## config.mk

```make
export PLATFORM = sky130hd
export DESIGN_NAME = write_back_stage_flat
export DESIGN_NICKNAME = d
export VERILOG_FILES = /design/src/logic/core_sizes_pkg.sv /design/src/logic/stage_if.sv /design/src/logic/write_back_stage.sv /design/src/flat_wrapper.sv
export SDC_FILE = /design/constraint.sdc
export NUM_CORES = 1
export LEC_CHECK = 0
export ABC_AREA = 1
export BUFFER_PORTS_ARGS = -buffer_cell sky130_fd_sc_hd__buf_2
export CAP_MARGIN = 25
export CORE_ASPECT_RATIO = 0.7
export CORE_UTILIZATION = 63
export DETAILED_ROUTE_END_ITERATION = 8
export PLACE_DENSITY = 0.89
export SYNTH_ARGS = -nofsm -noshare
export SYNTH_HDL_FRONTEND = slang
export SYNTH_SLANG_ARGS = --single-unit
```

## constraint.sdc

```tcl
create_clock -name iw_clk -period 37.1 [get_ports iw_clk]
set_input_delay 1.855 -clock iw_clk [delete_from_list [all_inputs] [get_ports iw_clk]]
set_output_delay 1.855 -clock iw_clk [all_outputs]
set_load 0.01 [all_outputs]
```

## src/logic/core_sizes_pkg.sv

```systemverilog
package core_sizes_pkg;

    // Address space
    localparam int size_addr   = 16;  // Pc and data address
    localparam int size_data   = 32;  // Instruction, result, memory word

    // Operation fields
    localparam int size_opc    = 4;
    localparam int size_tgt_gp = 4;   // 16 general-purpose registers
    localparam int size_tgt_sr = 2;   // 4 special registers

    localparam int num_gp_regs = 1 << size_tgt_gp;
    localparam int num_sr_regs = 1 << size_tgt_sr;

    typedef logic [size_addr-1:0]   addr_t;
    typedef logic [size_data-1:0]   data_t;
    typedef logic [size_opc-1:0]    opc_t_raw;
    typedef logic [size_tgt_gp-1:0] tgt_gp_t;
    typedef logic [size_tgt_sr-1:0] tgt_sr_t;

endpackage

```

## src/logic/stage_if.sv

```systemverilog
`timescale 1ns/1ps

interface stage_if;

    logic                      valid;  // One cycle per operation
    core_sizes_pkg::addr_t     pc;
    core_sizes_pkg::data_t     instr;
    core_sizes_pkg::opc_t_raw  opc;
    core_sizes_pkg::tgt_gp_t   tgt_gp;
    logic                      tgt_gp_we;
    core_sizes_pkg::tgt_sr_t   tgt_sr;
    logic                      tgt_sr_we;
    core_sizes_pkg::data_t     result;

    modport src (
        output valid, pc, instr, opc,
        output tgt_gp, tgt_gp_we,
        output tgt_sr, tgt_sr_we,
        output result
    );

    // No back-pressure toward the source
    modport snk (
        input valid, pc, instr, opc,
        input tgt_gp, tgt_gp_we,
        input tgt_sr, tgt_sr_we,
        input result
    );

endinterface

```

## src/logic/write_back_stage.sv

```systemverilog
`timescale 1ns/1ps

module write_back_stage (
    input  logic                     iw_clk,
    input  logic                     iw_rst,
    stage_if.snk                     wb_in,
    input  core_sizes_pkg::tgt_gp_t  gp_rd_addr,
    output core_sizes_pkg::data_t    gp_rd_data,
    input  core_sizes_pkg::tgt_sr_t  sr_rd_addr,
    output core_sizes_pkg::data_t    sr_rd_data,
    output logic                     retire_valid,
    output core_sizes_pkg::addr_t    retire_pc
);
    core_sizes_pkg::data_t  gp_rf [core_sizes_pkg::num_gp_regs];
    core_sizes_pkg::data_t  sr_rf [core_sizes_pkg::num_sr_regs];
    logic                   gp_wr;
    logic                   sr_wr;

    assign gp_wr = wb_in.valid && wb_in.tgt_gp_we;
    assign sr_wr = wb_in.valid && wb_in.tgt_sr_we;

    // Decode-side read ports
    assign gp_rd_data = gp_rf[gp_rd_addr];
    assign sr_rd_data = sr_rf[sr_rd_addr];

    // Files commit on the same edge the retire latch loads
    always_ff @(posedge iw_clk or posedge iw_rst) begin
        if (iw_rst) begin
            for (int i = 0; i < core_sizes_pkg::num_gp_regs; i++) begin
                gp_rf[i] <= '0;
            end
        end else if (gp_wr) begin
            gp_rf[wb_in.tgt_gp] <= wb_in.result;
        end
    end

    always_ff @(posedge iw_clk or posedge iw_rst) begin
        if (iw_rst) begin
            for (int i = 0; i < core_sizes_pkg::num_sr_regs; i++) begin
                sr_rf[i] <= '0;
            end
        end else if (sr_wr) begin
            sr_rf[wb_in.tgt_sr] <= wb_in.result;
        end
    end

    // Retire latch
    always_ff @(posedge iw_clk or posedge iw_rst) begin
        if (iw_rst) begin
            retire_valid <= 1'b0;
        end else begin
            retire_valid <= wb_in.valid;  // One pulse per operation
        end
    end

    always_ff @(posedge iw_clk) begin
        if (wb_in.valid) begin
            retire_pc <= wb_in.pc;
        end
    end

endmodule

```

## src/flat_wrapper.sv

```systemverilog
// flat-port wrapper written by rule: the top's interface ports become plain ports
module write_back_stage_flat 
  (iw_clk, iw_rst, gp_rd_addr, gp_rd_data, sr_rd_addr, sr_rd_data, retire_valid, retire_pc, wb_in_valid, wb_in_pc, wb_in_instr, wb_in_opc, wb_in_tgt_gp, wb_in_tgt_gp_we, wb_in_tgt_sr, wb_in_tgt_sr_we, wb_in_result);
  stage_if wb_in_i ();
  input  logic iw_clk;
  input  logic iw_rst;
  input  core_sizes_pkg::tgt_gp_t gp_rd_addr;
  output core_sizes_pkg::data_t gp_rd_data;
  input  core_sizes_pkg::tgt_sr_t sr_rd_addr;
  output core_sizes_pkg::data_t sr_rd_data;
  output logic retire_valid;
  output core_sizes_pkg::addr_t retire_pc;
  input wire logic [$bits(wb_in_i.valid)-1:0] wb_in_valid;
  input wire logic [$bits(wb_in_i.pc)-1:0] wb_in_pc;
  input wire logic [$bits(wb_in_i.instr)-1:0] wb_in_instr;
  input wire logic [$bits(wb_in_i.opc)-1:0] wb_in_opc;
  input wire logic [$bits(wb_in_i.tgt_gp)-1:0] wb_in_tgt_gp;
  input wire logic [$bits(wb_in_i.tgt_gp_we)-1:0] wb_in_tgt_gp_we;
  input wire logic [$bits(wb_in_i.tgt_sr)-1:0] wb_in_tgt_sr;
  input wire logic [$bits(wb_in_i.tgt_sr_we)-1:0] wb_in_tgt_sr_we;
  input wire logic [$bits(wb_in_i.result)-1:0] wb_in_result;
  assign wb_in_i.valid = wb_in_valid;
  assign wb_in_i.pc = wb_in_pc;
  assign wb_in_i.instr = wb_in_instr;
  assign wb_in_i.opc = wb_in_opc;
  assign wb_in_i.tgt_gp = wb_in_tgt_gp;
  assign wb_in_i.tgt_gp_we = wb_in_tgt_gp_we;
  assign wb_in_i.tgt_sr = wb_in_tgt_sr;
  assign wb_in_i.tgt_sr_we = wb_in_tgt_sr_we;
  assign wb_in_i.result = wb_in_result;
  write_back_stage u_core (.iw_clk(iw_clk), .iw_rst(iw_rst), .wb_in(wb_in_i), .gp_rd_addr(gp_rd_addr), .gp_rd_data(gp_rd_data), .sr_rd_addr(sr_rd_addr), .sr_rd_data(sr_rd_data), .retire_valid(retire_valid), .retire_pc(retire_pc));
endmodule
```

==> results.txt, run 1 <==
most common cell after layout, fill and taps aside: nand2_1
mapped cell area: 0.0304 mm2
# placed instances: 4,412
TritonCTS clock tree: built
crit-path max FO: 92
total wire length: 81.1 mm
CORE AREA: 0.0470 mm2
largest family of logic cells by synthesized area: simple AND/OR/NAND/NOR gates
CP Data Arrival Time: 4770 ps
max frequency: 0.151 GHz
fin. max-slew vios: 0
FF+latch count, synth: 657
mux contribution to synthesized area: 0
Clock Root Buffer: clkbuf_16
Post-Synth Adder-Cell Area: 0
Post-Synthesis Cells: 3,924
first drt pass iteration count: 6
most frequent CP cell: nand3_1
Post-DRT Antenna Nets: 0
P_sw: 0.543 mW
Starting Density: 0.647
Clk pin slew, worst setup/hold paths: 70 ps
Internal: 1.35 mW
sequential fraction of the synthesis area: 0.544
Clk pwr share: 0.351
antenna violations before repair: 0
vias in the first global route: 25,373
Hold Vio Cnt, Final: 0
syn avg cell area: 7.74 um2
Synth warnings: 0
worst skew pair latency: 620 ps
Startpoint Class: input pin
Longest Clk Path Bufs: 3
pwr/cell area: 56.9 mW/mm2
met1 usage: 0.446
# IOs: 182
slowest CP cell: buf_4
via count: 26,557
leak pwr: 16.8 nW
DRC Markers: 0
Routed WL per cell: 17.9 um
simple-gate share of the synthesized area: 0.240
Setup Skew: 0 ps
Crit. Startpoint: gp_rd_addr[0]
switching part of the total: 0.287
Hold Slack: 481 ps
part of the cycle the worst path needs: 0.178
worst relative slew slack: 0.226
synthesis-to-layout area growth: 9.31%
die height: 186 um
Hold Buf Count CTS: 0
port bufs: 145
Worst Max-Slew Pin Slew: 1160 ps
pre-CTS WS: 30,270 ps
chip width: 264 um
# H-tree levels: 2
Vias/cell: 5.87
grt met2 use: 0.546
Peak VDD IR: 0.0503 mV
Site Rows: 66
CTS buffer count: 59
post-DP HPWL: 41.2 mm
RePlAce Congestion: 0.783
outcome: finished clean
post-CTS setup buffer count: 0
pin count of the biggest net entering global routing: 173
GR met3 Demand/Resource: 0.0598
worst setup margin: 30,480 ps
final cell count without fillers: 4,525
final-stage net count: 3,966
Tmin final: 6620 ps
Multi-input gate area: 0.0110 mm2
crit path kind: in -> out
sequential power share: 0.488
Synth Area in Compound Gates: 0.123
CP delay by family, top: buffers and inverters
gr busiest metal: met2
Fill cells: 3,376
Synth Area in XOR/XNOR: 0
Die Area: 0.0491 mm2
crit path cell chain: clkbuf_8 -> buf_4 -> buf_4 -> buf_16 -> nand2_1 -> nand3_1 -> nand3_1 -> nand3_1 -> nand2_1 -> buf_2
layout cells sized above 1: 0.0823
HP Class: reg -> reg
total track usage: 0.335
setup violators final: 0
DR iter-0 viols: 3,684
min-delay src: u_core.sr_rf[48]$_DFFE_PP0P_
CP Capture Type: primary output
RSZ-0062 raised after global routing: no
Setup TNS: 0 ps
Max Cap Viol: 0
register area: 0.0165 mm2
CP Buf/Inv Count: 5
R2R Path Start: u_core.gp_rf[61]$_DFFE_PP0P_
Comb pwr share: 0.161
total grt overflow: 0
Synth cell types: 20
CP max stage delay: 810 ps
most frequent cells in the layout: 1,285 x nand2_1, 641 x dfrtp_1, 635 x o21ai_0
# clock sinks: 657
Synth Net Count: 4,025
first-pass GRT wire length: 131 mm
post-CTS sizing: 0
Ant. Diodes: 0
Critical Path RT: 35,240 ps
## Yosys cell counts
master | n | area [um2]
nand2_1 | 1285 | 4820
clkinv_1 | 1 | 3.75
inv_2 | 1 | 3.75
buf_1 | 26 | 97.6
buf_2 | 52 | 260
o22ai_1 | 32 | 200
clkbuf_1 | 230 | 863
nand3_2 | 4 | 40.0
nand3_1 | 387 | 1940
nor2_2 | 5 | 31.3
nand2_2 | 12 | 75.1
edfxtp_1 | 16 | 480
nor2_1 | 97 | 364
dfrtp_1 | 641 | 16000
nor3_2 | 1 | 10.0
inv_1 | 429 | 1610
o21ai_0 | 635 | 3180
nor3_4 | 1 | 16.3
o21ai_1 | 37 | 185
a21oi_1 | 32 | 160
## path summary, 6_finish.rpt
path	slack, ps	endpoint	depth (start not counted)
setup reg to reg	36320	u_core.gp_rf[61]$_DFFE_PP0P_	2
max in group asynchronous	33570	u_core.gp_rf[386]$_DFFE_PP0P_	4
hold / removal	480	u_core.sr_rf[48]$_DFFE_PP0P_	2
setup / recovery	30480	gp_rd_data[31]	10
min in group asynchronous	1390	u_core.sr_rf[123]$_DFFE_PP0P_	2
hold reg to reg	480	u_core.sr_rf[48]$_DFFE_PP0P_	2
## area by class of cell
| type | instances | area share |
|---|---|---|
| flip-flops and latches | 657 | 0.497 |
| multi-input cells | 2528 | 0.333 |
| clock buffers | 75 | 0.0496 |
| inverters | 431 | 0.0492 |
| repair buffers | 188 | 0.0347 |
| well taps | 612 | 0.0231 |
| clock inverters | 34 | 0.0134 |
## power by group through the flow
stage	combinational (mW)	clock, mW	sequential, mW
after floorplan	0.227	0	0.916
after global placement	0.280	0	0.924
after detailed placement	0.296	0	0.929
after CTS	0.302	0.663	0.919
after global routing	0.354	0.693	0.936
final	0.305	0.662	0.923
## stage by stage
| stage | utilization | power (mW) | instance area [um2] |
|---|---|---|---|
| floorplan | - | 1.14 | 30400 |
| global placement | 0.660 | 1.20 | 31000 |
| detailed placement | 0.660 | 1.23 | 31000 |
| CTS | 0.705 | 1.88 | 33100 |
| global route | 0.707 | 1.98 | 33200 |
| finish | 0.707 | 1.89 | 33200 |
## registers in the layout, indices dropped and copies added (netlist names)
name and count:
u_core.gp_rf 512, u_core.sr_rf 128, u_core.retire_pc 16, u_core.retire_valid 1
## kinds of logic (layout without fill, tap and decap cells)
group | Yosys count | after routing
buffers and inverters | 739 | 728
AOI/OAI and AO/OA | 736 | 736
and+or+nand+nor | 1792 | 1792
DFF | 657 | 657
## worst reg2reg max path, delay by kind of cell (launching register included)
| family | cells | cell delay, ps |
|---|---|---|
| flip-flops | 1 | 380 |
| AND/OR/NAND/NOR | 1 | 90 |
| AO/OA/AOI/OAI | 1 | 140 |
## metal layers
layer / share of wire / up-vias / wire length (um)
li1: - / 12229 / -
met1: 0.39 / 12532 / 31600
met2: 0.47 / 1510 / 37800
met3: 0.11 / 286 / 8670
met4: 0.038 / 0 / 3070
met5: 0 / - / 0
Power figures use the tool's default switching activity.
==> run 2, diff against run 1 <==
--- a/config.mk
+++ b/config.mk
@@ -5,13 +5,13 @@
 export SDC_FILE = /design/constraint.sdc
 export NUM_CORES = 1
 export LEC_CHECK = 0
-export ABC_AREA = 1
+export ABC_AREA = 0
 export BUFFER_PORTS_ARGS = -buffer_cell sky130_fd_sc_hd__buf_2
 export CAP_MARGIN = 25
 export CORE_ASPECT_RATIO = 0.7
-export CORE_UTILIZATION = 63
+export CORE_UTILIZATION = 61
 export DETAILED_ROUTE_END_ITERATION = 8
-export PLACE_DENSITY = 0.89
+export PLACE_DENSITY = 0.87
 export SYNTH_ARGS = -nofsm -noshare
 export SYNTH_HDL_FRONTEND = slang
 export SYNTH_SLANG_ARGS = --single-unit
==> constraint.sdc (replaced) <==
create_clock -name iw_clk -period 6.4 [get_ports iw_clk]
set_input_delay 0.32 -clock iw_clk [delete_from_list [all_inputs] [get_ports iw_clk]]
set_output_delay 0.32 -clock iw_clk [all_outputs]
set_load 0.01 [all_outputs]
==> results.txt, run 2 <==
Die Area: 0.0483 mm2 (-1.7%)
worst relative slew slack: 0.224 (-0.00228)
Synth cell types: 22 (+10%)
port bufs: 145 (unchanged)
CP Capture Type: primary output
count leader, synth: dfrtp_1
crit path kind: in -> out
Area contributors post-synth: dfrtp_1 55%, mux2_2 25%, mux4_2 12%
Most flops, register: u_core.gp_rf
pwr/cell area: 340 mW/mm2 (+500%)
first-pass GRT wire length: 103 mm (-21%)
# IOs: 182 (unchanged)
mapped cell area: 0.0289 mm2 (-4.8%)
largest area contributor in the netlist: dfrtp_1
total wire length: 65.3 mm (-20%)
Peak VDD IR: 0.189 mV (+280%)
Setup Skew: 0 ps (unchanged)
Clock Root Buffer: clkbuf_16
post-DP HPWL: 36.0 mm (-13%)
HP Class: in -> reg
pre-CTS WS: 3300 ps (-26,970 ps)
R2R Path Start: u_core.gp_rf[500]$_DFFE_PP0P_
reg2reg path depth: 1 (-1)
Hold Vio Cnt, Final: 0 (unchanged)
Longest Clk Path Bufs: 3 (unchanged)
biggest regs: u_core.gp_rf x512, u_core.sr_rf x128, u_core.retire_pc x16
Startpoint Class: input pin
Largest register FFs: 512 (unchanged)
Synth Net Count: 1,868 (-54%)
# H-tree levels: 2 (unchanged)
Post-DRT Antenna Nets: 0 (unchanged)
grt met2 use: 0.463 (-0.0834)
Ant. Diodes: 0 (unchanged)
Clk pin slew, worst setup/hold paths: 60 ps (about the same)
setup slack on the worst flop-to-flop path: 5600 ps (-30,720 ps)
syn avg cell area: 16.4 um2 (+110%)
Post-synth ARST share: 0.976 (unchanged)
post-CTS setup buffer count: 0 (unchanged)
sequential fraction of the synthesis area: 0.571 (+0.0274)
RePlAce Congestion: 0.718 (-8.2%)
total grt overflow: 0 (unchanged)
Vias/cell: 6.47 (+10%)
worst setup margin: 3300 ps (-27,180 ps)
via count: 16,246 (-39%)
part of the cycle the worst path needs: 0.485
crit path to: gp_rd_data[13]
worst r2r dst: u_core.gp_rf[500]$_DFFE_PP0P_
DRC Markers: 0 (unchanged)
pin count of the biggest net entering global routing: 177 (+2.3%)
TritonCTS clock tree: built
antenna violations before repair: 0 (unchanged)
leak pwr: 14.5 nW (-14%)
worst skew pair latency: 600 ps (-20 ps)
Max Cap Viol: 0 (unchanged)
Crit. Startpoint: gp_rd_addr[1]
Starting Density: 0.621 (-0.0256)
# clock sinks: 657 (unchanged)
die height: 184 um (-0.84%)
final-stage net count: 1,947 (-51%)
fin. max-slew vios: 0 (unchanged)
most frequent cells in the layout: 641 x dfrtp_1, 631 x mux2_2, 160 x mux4_2
setup violators final: 0 (unchanged)
EDFF count, synth: 16 (unchanged)
post-synth top area share: 0.555 (+0.0266)
total track usage: 0.280 (-0.0548)
layout cells sized above 1: 0.579 (+0.496)
Routed WL per cell: 26.0 um (+45%)
first drt pass iteration count: 5 (-1)
Worst Max-Slew Pin Slew: 1160 ps (+3.42 ps)
CORE AREA: 0.0466 mm2 (-0.88%)
most common cell after layout, fill and taps aside: dfrtp_1
Commonest cells post-synth: 641 x dfrtp_1, 631 x mux2_2, 160 x mux4_2
CTS buffer count: 60 (+1.7%)
max frequency: 0.322 GHz
Site Rows: 66 (unchanged)
Synth warnings: 0 (unchanged)
RSZ-0062 raised after global routing: no
met1 usage: 0.386 (-0.0597)
Post-synth top flop: dfrtp_1
DR iter-0 viols: 1,137 (-69%)
fin util: 0.695 (-0.0114)
Total Power: 11.0 mW (+480%)
Post-Synthesis Cells: 1,767 (-55%)
synthesis-to-layout area growth: 12.0%
Critical Path RT: 6080 ps (-29,160 ps)
FF+latch count, synth: 657 (unchanged)
vias in the first global route: 17,593 (-31%)
GR met3 Demand/Resource: 0.0449 (-0.0149)
gr busiest metal: met2
outcome: finished clean
Tmin final: 3100 ps
chip width: 262 um (-0.84%)
crit-path max FO: 88 (-4.3%)
CP Data Arrival Time: 2780 ps (-1990 ps)
[run 2: timing repair]
action                     in CTS  in global routing
hold endpoints to repair       46                  0
hold buffers                   17                  0
setup endpoints to repair       0                  0
resized for setup               0                  0
[run 2: routing by layer]
metal,up-vias,part of all wire
met5,-,0
li1,6741,-
met3,123,0.054
met2,515,0.50
met4,0,0.027
met1,8867,0.42
[run 2: logic make-up after synthesis]
kind of cell    Yosys count  share of synthesized area
compound gates           64                     0.0166
buf+inv                 181                     0.0277
flops                   657                      0.571
mux                     800                      0.374
simple gates             65                     0.0106
[run 2: worst min path at each step]
stage / from / endpoint / slack, ps / depth (start not counted)
3_5_place_dp: u_core.gp_rf[434]$_DFFE_PP0P_ / u_core.gp_rf[434]$_DFFE_PP0P_ / 480 / 1
2_1_floorplan: wb_in_valid / u_core.retire_valid$_DFF_PP0_ / 350 / 0
3_3_place_gp: u_core.gp_rf[120]$_DFFE_PP0P_ / u_core.gp_rf[120]$_DFFE_PP0P_ / 460 / 1
6_report: wb_in_valid / u_core.retire_valid$_DFF_PP0_ / 190 / 1
4_1_cts: wb_in_result[19] / u_core.gp_rf[435]$_DFFE_PP0P_ / 170 / 2
5_1_grt: wb_in_valid / u_core.retire_valid$_DFF_PP0_ / 190 / 1
[run 2: final cells by class]
type,instances,area (um2)
Sequential cell,657,16500
Fill cell,2920,14200
Multi-Input combinational cell,929,11700
Clock buffer,86,1820
Timing Repair Buffer,197,1240
Tap cell,612,766
Inverter,1,7.51
Clock inverter,28,309
[run 2: worst max-delay path, stage by stage]
cell and delay (ps):
buf_6 730, buf_4 690, mux4_2 420, a22oi_1 200
nand2_1 190, buf_2 190
[run 2: report_power, final]
part | total (mW) | leakage (nW) | internal, mW | switching [mW]
combinational | 1.80 | 5.20 | 1.09 | 0.709
sequential | 5.40 | 8.25 | 4.99 | 0.415
clock | 3.80 | 1.06 | 2.23 | 1.57
total | 11.0 | 14.5 | 8.31 | 2.70
[run 2: per-stage QoR]
step | TNS, ps | instances | area [um2] | hold slack, ps
2_1_floorplan | -1715770 | 1767 | 28900 | 351
3_3_place_gp | 0 | 2378 | 30100 | 463
3_5_place_dp | 0 | 2379 | 30100 | 480
4_1_cts | 0 | 2510 | 32400 | 173
5_1_grt | 0 | 2510 | 32400 | 192
6_report | 0 | 2510 | 32400 | 194
