### src/logic/core_sizes_pkg.sv
package core_sizes_pkg;

    // Address space
    localparam int size_addr   = 16;  // Pc and data address
    localparam int size_data   = 32;  // Instruction, result, memory word

    // Operation fields
    localparam int size_opc    = 4;
    localparam int size_tgt_gp = 4;   // 16 general-purpose registers
    localparam int size_tgt_sr = 2;   // 4 special registers

    localparam int num_gp_regs = 1 << size_tgt_gp;
    localparam int num_sr_regs = 1 << size_tgt_sr;

    typedef logic [size_addr-1:0]   addr_t;
    typedef logic [size_data-1:0]   data_t;
    typedef logic [size_opc-1:0]    opc_t_raw;
    typedef logic [size_tgt_gp-1:0] tgt_gp_t;
    typedef logic [size_tgt_sr-1:0] tgt_sr_t;

endpackage

### src/logic/core_ops_pkg.sv
package core_ops_pkg;

    typedef enum logic [core_sizes_pkg::size_opc-1:0] {
        op_nop   = 0,
        op_alu   = 1,
        op_load  = 2,
        op_store = 3
    } opc_e;

    // Unknown codes fall back to ALU pass-through
    function automatic opc_e decode(input core_sizes_pkg::opc_t_raw opc);
        case (opc)
            op_nop:   return op_nop;
            op_load:  return op_load;
            op_store: return op_store;
            default:  return op_alu;
        endcase
    endfunction

    function automatic logic is_load(input core_sizes_pkg::opc_t_raw opc);
        return decode(opc) == op_load;
    endfunction

    function automatic logic is_store(input core_sizes_pkg::opc_t_raw opc);
        return decode(opc) == op_store;
    endfunction

    function automatic logic is_mem(input core_sizes_pkg::opc_t_raw opc);
        return is_load(opc) || is_store(opc);
    endfunction

endpackage

### src/logic/stage_if.sv
`timescale 1ns/1ps

interface stage_if;

    logic                      valid;  // One cycle per operation
    core_sizes_pkg::addr_t     pc;
    core_sizes_pkg::data_t     instr;
    core_sizes_pkg::opc_t_raw  opc;
    core_sizes_pkg::tgt_gp_t   tgt_gp;
    logic                      tgt_gp_we;
    core_sizes_pkg::tgt_sr_t   tgt_sr;
    logic                      tgt_sr_we;
    core_sizes_pkg::data_t     result;

    modport src (
        output valid, pc, instr, opc,
        output tgt_gp, tgt_gp_we,
        output tgt_sr, tgt_sr_we,
        output result
    );

    // No back-pressure toward the source
    modport snk (
        input valid, pc, instr, opc,
        input tgt_gp, tgt_gp_we,
        input tgt_sr, tgt_sr_we,
        input result
    );

endinterface

### src/logic/mem_access_stage.sv
`timescale 1ns/1ps

module mem_access_stage (
    input  logic                      iw_clk,
    input  logic                      iw_rst,
    input  logic                      in_valid,
    output logic                      in_ready,
    input  core_sizes_pkg::addr_t     in_pc,
    input  core_sizes_pkg::data_t     in_instr,
    input  core_sizes_pkg::opc_t_raw  in_opc,
    input  core_sizes_pkg::tgt_gp_t   in_tgt_gp,
    input  logic                      in_tgt_gp_we,
    input  core_sizes_pkg::tgt_sr_t   in_tgt_sr,
    input  logic                      in_tgt_sr_we,
    input  core_sizes_pkg::data_t     in_result,
    input  core_sizes_pkg::data_t     in_st_data,
    output logic                      mem_req,
    output logic                      mem_we,
    output core_sizes_pkg::addr_t     mem_addr,
    output core_sizes_pkg::data_t     mem_wdata,
    input  logic                      mem_ack,
    input  core_sizes_pkg::data_t     mem_rdata,
    stage_if.src                      ma_out
);
    typedef enum logic [1:0] {
        st_idle,
        st_request,
        st_release
    } ma_state_e;

    ma_state_e                 state_q;
    logic                      lat_valid;
    core_sizes_pkg::addr_t     lat_pc;
    core_sizes_pkg::data_t     lat_instr;
    core_sizes_pkg::opc_t_raw  lat_opc;
    core_sizes_pkg::tgt_gp_t   lat_tgt_gp;
    logic                      lat_tgt_gp_we;
    core_sizes_pkg::tgt_sr_t   lat_tgt_sr;
    logic                      lat_tgt_sr_we;
    core_sizes_pkg::data_t     lat_result;
    core_sizes_pkg::data_t     lat_st_data;
    logic                      lat_is_mem;
    logic                      accept;
    logic                      out_load;
    logic                      load_done;

    assign lat_is_mem = lat_valid && core_ops_pkg::is_mem(lat_opc);
    assign in_ready   = (state_q == st_idle) && !lat_is_mem;  // Stall during access
    assign accept     = in_valid && in_ready;
    assign load_done  = (state_q == st_request) && mem_ack && core_ops_pkg::is_load(lat_opc);

    // ALU ops leave at once, memory ops once ack has dropped
    assign out_load = ((state_q == st_idle) && lat_valid && !lat_is_mem)
                    || ((state_q == st_release) && !mem_ack);

    assign mem_req   = (state_q == st_request);
    assign mem_we    = core_ops_pkg::is_store(lat_opc);
    assign mem_addr  = lat_result[core_sizes_pkg::size_addr-1:0];  // Address from result field
    assign mem_wdata = lat_st_data;

    always_ff @(posedge iw_clk or posedge iw_rst) begin
        if (iw_rst) begin
            state_q      <= st_idle;
            lat_valid    <= 1'b0;
            ma_out.valid <= 1'b0;
        end else begin
            ma_out.valid <= out_load;
            if (accept) begin
                lat_valid <= 1'b1;
            end else if (out_load) begin
                lat_valid <= 1'b0;
            end
            case (state_q)
                st_idle: begin
                    if (lat_is_mem) begin
                        state_q <= st_request;
                    end
                end
                st_request: begin
                    if (mem_ack) begin
                        state_q <= st_release;  // Drops req
                    end
                end
                st_release: begin
                    if (!mem_ack) begin
                        state_q <= st_idle;
                    end
                end
                default: state_q <= st_idle;
            endcase
        end
    end

    always_ff @(posedge iw_clk) begin
        if (accept) begin
            lat_pc        <= in_pc;
            lat_instr     <= in_instr;
            lat_opc       <= in_opc;
            lat_tgt_gp    <= in_tgt_gp;
            lat_tgt_gp_we <= in_tgt_gp_we;
            lat_tgt_sr    <= in_tgt_sr;
            lat_tgt_sr_we <= in_tgt_sr_we;
            lat_result    <= in_result;
            lat_st_data   <= in_st_data;
        end else if (load_done) begin
            lat_result    <= mem_rdata;  // Load value replaces result
        end
        if (out_load) begin
            ma_out.pc        <= lat_pc;
            ma_out.instr     <= lat_instr;
            ma_out.opc       <= lat_opc;
            ma_out.tgt_gp    <= lat_tgt_gp;
            ma_out.tgt_gp_we <= lat_tgt_gp_we;
            ma_out.tgt_sr    <= lat_tgt_sr;
            ma_out.tgt_sr_we <= lat_tgt_sr_we;
            ma_out.result    <= lat_result;
        end
    end

endmodule

### src/flat_wrapper.sv
// flat-port wrapper written by rule: the top's interface ports become plain ports
module mem_access_stage_flat 
  (iw_clk, iw_rst, in_valid, in_ready, in_pc, in_instr, in_opc, in_tgt_gp, in_tgt_gp_we, in_tgt_sr, in_tgt_sr_we, in_result, in_st_data, mem_req, mem_we, mem_addr, mem_wdata, mem_ack, mem_rdata, ma_out_valid, ma_out_pc, ma_out_instr, ma_out_opc, ma_out_tgt_gp, ma_out_tgt_gp_we, ma_out_tgt_sr, ma_out_tgt_sr_we, ma_out_result);
  stage_if ma_out_i ();
  input  logic iw_clk;
  input  logic iw_rst;
  input  logic in_valid;
  output logic in_ready;
  input  core_sizes_pkg::addr_t in_pc;
  input  core_sizes_pkg::data_t in_instr;
  input  core_sizes_pkg::opc_t_raw in_opc;
  input  core_sizes_pkg::tgt_gp_t in_tgt_gp;
  input  logic in_tgt_gp_we;
  input  core_sizes_pkg::tgt_sr_t in_tgt_sr;
  input  logic in_tgt_sr_we;
  input  core_sizes_pkg::data_t in_result;
  input  core_sizes_pkg::data_t in_st_data;
  output logic mem_req;
  output logic mem_we;
  output core_sizes_pkg::addr_t mem_addr;
  output core_sizes_pkg::data_t mem_wdata;
  input  logic mem_ack;
  input  core_sizes_pkg::data_t mem_rdata;
  output wire logic [$bits(ma_out_i.valid)-1:0] ma_out_valid;
  output wire logic [$bits(ma_out_i.pc)-1:0] ma_out_pc;
  output wire logic [$bits(ma_out_i.instr)-1:0] ma_out_instr;
  output wire logic [$bits(ma_out_i.opc)-1:0] ma_out_opc;
  output wire logic [$bits(ma_out_i.tgt_gp)-1:0] ma_out_tgt_gp;
  output wire logic [$bits(ma_out_i.tgt_gp_we)-1:0] ma_out_tgt_gp_we;
  output wire logic [$bits(ma_out_i.tgt_sr)-1:0] ma_out_tgt_sr;
  output wire logic [$bits(ma_out_i.tgt_sr_we)-1:0] ma_out_tgt_sr_we;
  output wire logic [$bits(ma_out_i.result)-1:0] ma_out_result;
  assign ma_out_valid = ma_out_i.valid;
  assign ma_out_pc = ma_out_i.pc;
  assign ma_out_instr = ma_out_i.instr;
  assign ma_out_opc = ma_out_i.opc;
  assign ma_out_tgt_gp = ma_out_i.tgt_gp;
  assign ma_out_tgt_gp_we = ma_out_i.tgt_gp_we;
  assign ma_out_tgt_sr = ma_out_i.tgt_sr;
  assign ma_out_tgt_sr_we = ma_out_i.tgt_sr_we;
  assign ma_out_result = ma_out_i.result;
  mem_access_stage u_core (.iw_clk(iw_clk), .iw_rst(iw_rst), .in_valid(in_valid), .in_ready(in_ready), .in_pc(in_pc), .in_instr(in_instr), .in_opc(in_opc), .in_tgt_gp(in_tgt_gp), .in_tgt_gp_we(in_tgt_gp_we), .in_tgt_sr(in_tgt_sr), .in_tgt_sr_we(in_tgt_sr_we), .in_result(in_result), .in_st_data(in_st_data), .mem_req(mem_req), .mem_we(mem_we), .mem_addr(mem_addr), .mem_wdata(mem_wdata), .mem_ack(mem_ack), .mem_rdata(mem_rdata), .ma_out(ma_out_i));
endmodule
### config.mk
export PLATFORM = sky130hd
export DESIGN_NAME = mem_access_stage_flat
export DESIGN_NICKNAME = d
export VERILOG_FILES = /design/src/logic/core_sizes_pkg.sv /design/src/logic/core_ops_pkg.sv /design/src/logic/stage_if.sv /design/src/logic/mem_access_stage.sv /design/src/flat_wrapper.sv
export SDC_FILE = /design/constraint.sdc
export NUM_CORES = 1
export LEC_CHECK = 0
export BUFFER_PORTS_ARGS = -buffer_cell sky130_fd_sc_hd__buf_2
export CAP_MARGIN = 15
export CORE_MARGIN = 1.5
export CORE_UTILIZATION = 48
export DETAILED_ROUTE_END_ITERATION = 8
export PLACE_DENSITY = 0.8
export SYNTH_ARGS = -nofsm -noshare
export SYNTH_HDL_FRONTEND = slang
export SYNTH_SLANG_ARGS = --single-unit
### constraint.sdc
create_clock -name iw_clk -period 8.03 [get_ports iw_clk]
set_clock_uncertainty 0.2 [all_clocks]
set_input_delay 1.606 -clock iw_clk [delete_from_list [all_inputs] [get_ports iw_clk]]
set_output_delay 1.606 -clock iw_clk [all_outputs]
set_load 0.01 [all_outputs]
==> flow_summary.json, run 1 <==
{
  "syn_area_per_cell_um2": 24.9,
  "synth.most_common_cell": "edfxtp_1",
  "num_vias": 3793,
  "fin_crit_sh": 0.468,
  "synth.area.top_cells": "edfxtp_1 (88%), mux2_4 (5.7%), buf_4 (1.7%)",
  "setup_viol": 0,
  "p_seq_frac": 0.535,
  "combPwrFrac": 0.182,
  "globalRoute.busiestLayer": "met2",
  "ys_types": 22,
  "die_area_um2": 16200,
  "slew_viol_final": 0,
  "dpl_cell_area_um2": 8990,
  "globalRouteOverflowTotal": 0,
  "hold_end": "u_core.ma_out.pc[2]",
  "cts_root_buf": "clkbuf_16",
  "port_buffers": 303,
  "die_y_um": 127,
  "p_leak_nw": 3.99,
  "cts_resized": 0,
  "hold_viol_final": 0,
  "fp.coreArea_um2": 15100,
  "drive_above_1_share": 0.601,
  "io-pin-count": 304,
  "synth_seq_cells": 220,
  "drtPass1Iterations": 4,
  "clockBufferDepth": 3,
  "netSwitchingFraction": 0.258,
  "p_clk_frac": 0.283,
  "ant_nets": 0,
  "synthArstFlopShare": 0.0182,
  "via_per_inst": 4.68,
  "r2r_end": "u_core.lat_instr[29]",
  "cts_tree": "built",
  "fill_cells": 1020,
  "r2r_slack_ps": 4830,
  "cp-startpoint": "in_valid",
  "reg2reg_depth": 4,
  "route.detailed.drc": 0,
  "internal_power_mw": 2.37,
  "gr-usage-met3": 0.0616,
  "totalWireLength_um": 13900,
  "grt.met1_usage": 0.209,
  "worstSetupPathType": "primary input to flip-flop",
  "min_period_ps": 3760,
  "routedWlPerCell_um": 17.1,
  "cap_violations": 0,
  "synthToLayoutAreaGrowth_pct": 30.4,
  "synthFlopType": "edfxtp_1",
  "grt_util_all_layers": 0.164,
  "drtIter0Drc": 183,
  "grt_max_degree": 78,
  "row_count": 45,
  "power.density_nw_per_um2": 331,
  "tns_ps": 0,
  "syn_inst": 297,
  "power.switching_mw": 0.826,
  "hold_path_depth": 0,
  "finalInstanceArea_um2": 9650,
  "post_cts_buffers": 0,
  "ir_drop_v": 0.000203,
  "synthTopCellsByCount": "edfxtp_1 (216), mux2_4 (28), buf_4 (17), inv_1 (6)",
  "cts.sinks": 220,
  "status": "complete, no violations",
  "seq_area_frac_synth": 0.891,
  "grtUsageMet2": 0.268,
  "fmax_mhz": 266,
  "rsz0062_at_grt": "false",
  "initial_core_util": 0.488,
  "syn_area_um2": 7400,
  "min_from": "u_core.lat_pc[2]",
  "grt_pass1_wl_um": 19900,
  "setup.worst_path.start_class": "primary input",
  "cts_hold_buffers": 0,
  "antenna_found_initial": 1,
  "yosysWarningCount": 0,
  "worstMarginPinSlew_ps": 1030,
  "slew_headroom": 0.314,
  "post-dp-hpwl_um": 10100,
  "cts-htree-levels": 1,
  "clock_latency_ps": 480,
  "endpoint_kind": "flip-flop",
  "synth_nets": 457,
  "synth-edff-count": 216,
  "required_ps": 7930,
  "min_path_type": "flip-flop to flip-flop",
  "die_x_um": 127,
  "grt_pass1_vias": 3725,
  "reg2reg_from": "u_core.lat_opc[1]",
  "cp_max_fo": 77,
  "yosysTopAreaCell": "edfxtp_1",
  "synth_top_area_frac": 0.877,
  "path_clk_slew_ps": 60,
  "fin_nets": 766,
  "crit_arrival_ps": 3660,
  "cts_buffers": 22,
  "routabilityCongestion": 0.813
}
==> metrics by stage <==
| step | instances | util | hold slack, ps | power (mW) | worst slack (ps) |
|---|---|---|---|---|---|
| 2_1_floorplan | 297 | - | 200 | 2.09 | 1010 |
| 3_3_place_gp | 770 | 0.594 | 201 | 2.30 | 3820 |
| 3_5_place_dp | 770 | 0.594 | 205 | 2.32 | 3750 |
| 4_1_cts | 810 | 0.637 | 216 | 3.23 | 4250 |
| 5_1_grt | 811 | 0.637 | 216 | 3.34 | 4120 |
| 6_report | 811 | 0.637 | 214 | 3.19 | 4270 |
==> cells in the final DEF (no fill, tap or decap) <==
| cell | count |
|---|---|
| a21oi_1 | 2 |
| a21oi_4 | 1 |
| and4bb_4 | 1 |
| buf_2 | 303 |
| buf_4 | 3 |
| clkbuf_1 | 4 |
| clkbuf_16 | 23 |
| clkinv_1 | 6 |
| clkinv_2 | 8 |
| dfrtp_1 | 4 |
| diode_2 | 1 |
| edfxtp_1 | 216 |
| inv_1 | 5 |
| mux2_2 | 4 |
| mux2_4 | 28 |
| mux2i_1 | 1 |
| nand2_1 | 1 |
| nand3_1 | 1 |
| nand3b_1 | 1 |
| nor2_1 | 3 |
| nor2b_1 | 1 |
| nor3_1 | 1 |
| o21ai_4 | 1 |
| o22ai_1 | 1 |
| or3b_2 | 1 |
| or4b_4 | 1 |
| xnor2_1 | 1 |
==> worst max-delay path, stage by stage <==
cell and delay, ps:
buf_2 90, or4b_4 760, clkinv_2 330, buf_4 780
==> power by group through the flow <==
stage                     Combinational [mW]  Clock (mW)  Sequential, mW
final                                  0.581       0.904            1.71
after global placement                 0.582           0            1.72
after CTS                              0.593       0.926            1.71
after floorplan                        0.237           0            1.85
after global routing                   0.630       0.971            1.74
after detailed placement               0.591           0            1.73
==> flip-flops by register name, summed over array words and instances, names as in the netlist, 2 cells and up <==
name,count
u_core.lat_instr,32
u_core.mem_wdata,32
u_core.ma_out.result,32
u_core.ma_out.instr,32
u_core.ma_out.tgt_gp,4
u_core.lat_tgt_sr,2
u_core.lat_pc,16
u_core.ma_out.pc,16
u_core.state_q,2
u_core.ma_out.tgt_sr,2
u_core.ma_out.opc,4
u_core.lat_result,32
u_core.lat_tgt_gp,4
u_core.lat_opc,4
==> area by class of cell <==
cell class | instances | area (um2) | share of cell area
clock inverters | 13 | 57.6 | 0.00597
multi-input cells | 50 | 611 | 0.0633
repair buffers | 306 | 1540 | 0.160
well taps | 188 | 235 | 0.0244
clock buffers | 27 | 591 | 0.0612
flip-flops and latches | 220 | 6590 | 0.683
diodes | 1 | 2.50 | 0.000259
inverters | 6 | 23.8 | 0.00246
==> worst max path at each step <==
stage	end	slack [ps]	depth (start not counted)
finish	u_core.lat_instr[29]	4270	4
global route	u_core.lat_pc[0]	4120	4
CTS	u_core.lat_pc[13]	4250	4
detailed placement	u_core.mem_wdata[15]	3750	4
global placement	u_core.lat_instr[5]	3820	4
floorplan	u_core.ma_out.valid	1010	3
==> layer usage <==
metal,up-vias,routed length (um)
met1,1774,5560
met3,19,1400
met5,-,0
met2,227,6710
met4,0,220
li1,1773,-
==> cell families after synthesis <==
kind of cell	share of synthesized area
multiplexers	0.0643
XOR/XNOR	0.00118
AND/OR/NAND/NOR	0.0105
flip-flops	0.891
AO/OA/AOI/OAI	0.00355
buffers and inverters	0.0299
No activity file was read; power rests on OpenSTA's default activity.
==> inputs of run 2 (changes only) <==
==> constraint.sdc (replaced) <==
create_clock -name iw_clk -period 3.55 [get_ports iw_clk]
set_clock_uncertainty 0.2 [all_clocks]
set_input_delay 0.71 -clock iw_clk [delete_from_list [all_inputs] [get_ports iw_clk]]
set_output_delay 0.71 -clock iw_clk [all_outputs]
set_load 0.01 [all_outputs]
==> flow_summary.json, run 2 (synthesis results as in run 1) <==
{
  "antenna_found_initial": 0,
  "final_cells": 812,
  "internal_power_mw": 5.56,
  "routabilityCongestion": 0.836,
  "slew_headroom": 0.317,
  "ant_nets": 0,
  "setup.worst_path.start_class": "flip-flop",
  "power.switching_mw": 1.92,
  "r2r_end": "u_core.lat_instr[11]",
  "grt_pass1_wl_um": 20400,
  "ir_drop_v": 0.000572,
  "rsz0062_at_grt": "false",
  "combPwrFrac": 0.181,
  "globalRouteOverflowTotal": 0,
  "hold_slack_ps": 180,
  "required_ps": 2640,
  "hold_path_depth": 1,
  "fin_nets": 769,
  "p_leak_nw": 4.03,
  "worstSetupPathType": "flip-flop to primary output",
  "cap_violations": 0,
  "reg2reg_from": "u_core.lat_opc[1]",
  "via_per_inst": 4.73,
  "synthToLayoutAreaGrowth_pct": 32.1,
  "reg2reg_depth": 4,
  "r2r_slack_ps": 1040,
  "path_clk_slew_ps": 60,
  "num_vias": 3841,
  "cts.sinks": 220,
  "endpoint_kind": "primary output",
  "clockBufferDepth": 3,
  "min_period_ps": 2650,
  "slew_viol_final": 0,
  "tns_ps": 0,
  "port_buffers": 303,
  "cts-htree-levels": 1,
  "status": "complete, no violations",
  "grt_pass1_vias": 3725,
  "fin_crit_sh": 0.748,
  "io-pin-count": 304,
  "cts_root_buf": "clkbuf_16",
  "utilization": 0.645,
  "grt_max_degree": 55,
  "cp_slowest_stage_delay_ps": 550,
  "cts_tree": "built",
  "drive_above_1_share": 0.606,
  "drtPass1Iterations": 4,
  "worstMarginPinSlew_ps": 1020,
  "row_count": 45,
  "p_clk_frac": 0.303,
  "fp.coreArea_um2": 15100,
  "diodes": 0,
  "die_area_um2": 16200,
  "cts_buffers": 22,
  "dpl.cell_count": 772,
  "p_seq_frac": 0.516,
  "hold_end": "u_core.lat_opc[0]",
  "final_common_cell": "buf_2",
  "drtIter0Drc": 164,
  "clock_latency_ps": 500,
  "die_x_um": 127,
  "hold_viol_final": 0,
  "cpMaxStageDelayCell": "or3b_2",
  "worstPathCellList": "or3b_2, nor2_1, buf_2",
  "setup_viol": 0,
  "mostFrequentLayoutCells": "buf_2 (303), edfxtp_1 (216), mux2_4 (28)",
  "fill_cells": 1054,
  "min_path_type": "primary input to flip-flop",
  "totalWireLength_um": 14300,
  "power.density_nw_per_um2": 766,
  "cp_max_fo": 3,
  "crit_arrival_ps": 1740,
  "cp-startpoint": "u_core.lat_opc[3]",
  "route.detailed.drc": 0,
  "min_from": "in_opc[0]",
  "die_y_um": 127,
  "grt_util_all_layers": 0.168,
  "fmax_mhz": 377,
  "initial_core_util": 0.488,
  "routedWlPerCell_um": 17.6,
  "netSwitchingFraction": 0.257,
  "post-dp-hpwl_um": 10400
}
## run 2: power by group through the flow
stage | combinational [mW] | sequential (mW) | clock, mW
floorplan | 0.546 | 4.13 | 0
global placement | 1.34 | 3.89 | 0
detailed placement | 1.38 | 3.92 | 0
CTS | 1.38 | 3.87 | 2.32
global route | 1.45 | 3.92 | 2.41
finish | 1.35 | 3.86 | 2.27
## run 2: repair_timing
action / CTS / global route
hold endpoints to repair: 4 / 0
setup buffers: 0 / 0
hold buffers: 1 / 0
endpoints found under the setup margin: 0 / 0
gates resized for setup: 0 / 0
## run 2: layer usage
metal / wire length (um) / vias to the layer above / share of wire / GRT usage
li1: - / 1773 / - / -
met4: 293 / 0 / 0.021 / 0.0501
met3: 911 / 25 / 0.064 / 0.0339
met5: 0 / - / 0 / 0
met1: 5630 / 1849 / 0.39 / 0.213
met2: 7420 / 194 / 0.52 / 0.295
## run 2: worst max-delay path by stage
stage / to / slack [ps] / depth (start not counted)
2_1_floorplan: u_core.lat_instr[0] / 450 / 4
3_3_place_gp: u_core.lat_pc[10] / 960 / 4
3_5_place_dp: u_core.lat_instr[28] / 900 / 4
4_1_cts: mem_we / 910 / 3
5_1_grt: mem_we / 840 / 3
6_report: mem_we / 900 / 3
## run 2: metrics by stage
stage          cell area, um2  worst slack (ps)  total power [mW]
2_1_floorplan            7410               450              4.67
3_3_place_gp             9040               961              5.22
3_5_place_dp             9040               898              5.29
4_1_cts                  9770               910              7.57
5_1_grt                  9770               841              7.78
6_report                 9770               896              7.48
## run 2: cell type report
| cell class | instances | area [um2] | share of cell area |
|---|---|---|---|
| tap | 188 | 235 | 0.0241 |
| sequential | 220 | 6590 | 0.674 |
| inverter | 6 | 26.3 | 0.00269 |
| timing repair buffer | 309 | 1590 | 0.163 |
| clock inverter | 13 | 154 | 0.0158 |
| clock buffer | 26 | 566 | 0.0579 |
| multi-input combinational | 50 | 611 | 0.0625 |
## run 2: critical path: cells and delay by family (launching register included)
| kind | cells | cell delay [ps] |
|---|---|---|
| AND/OR/NAND/NOR | 2 | 700 |
| flip-flops | 1 | 400 |
| buffers and inverters | 1 | 150 |
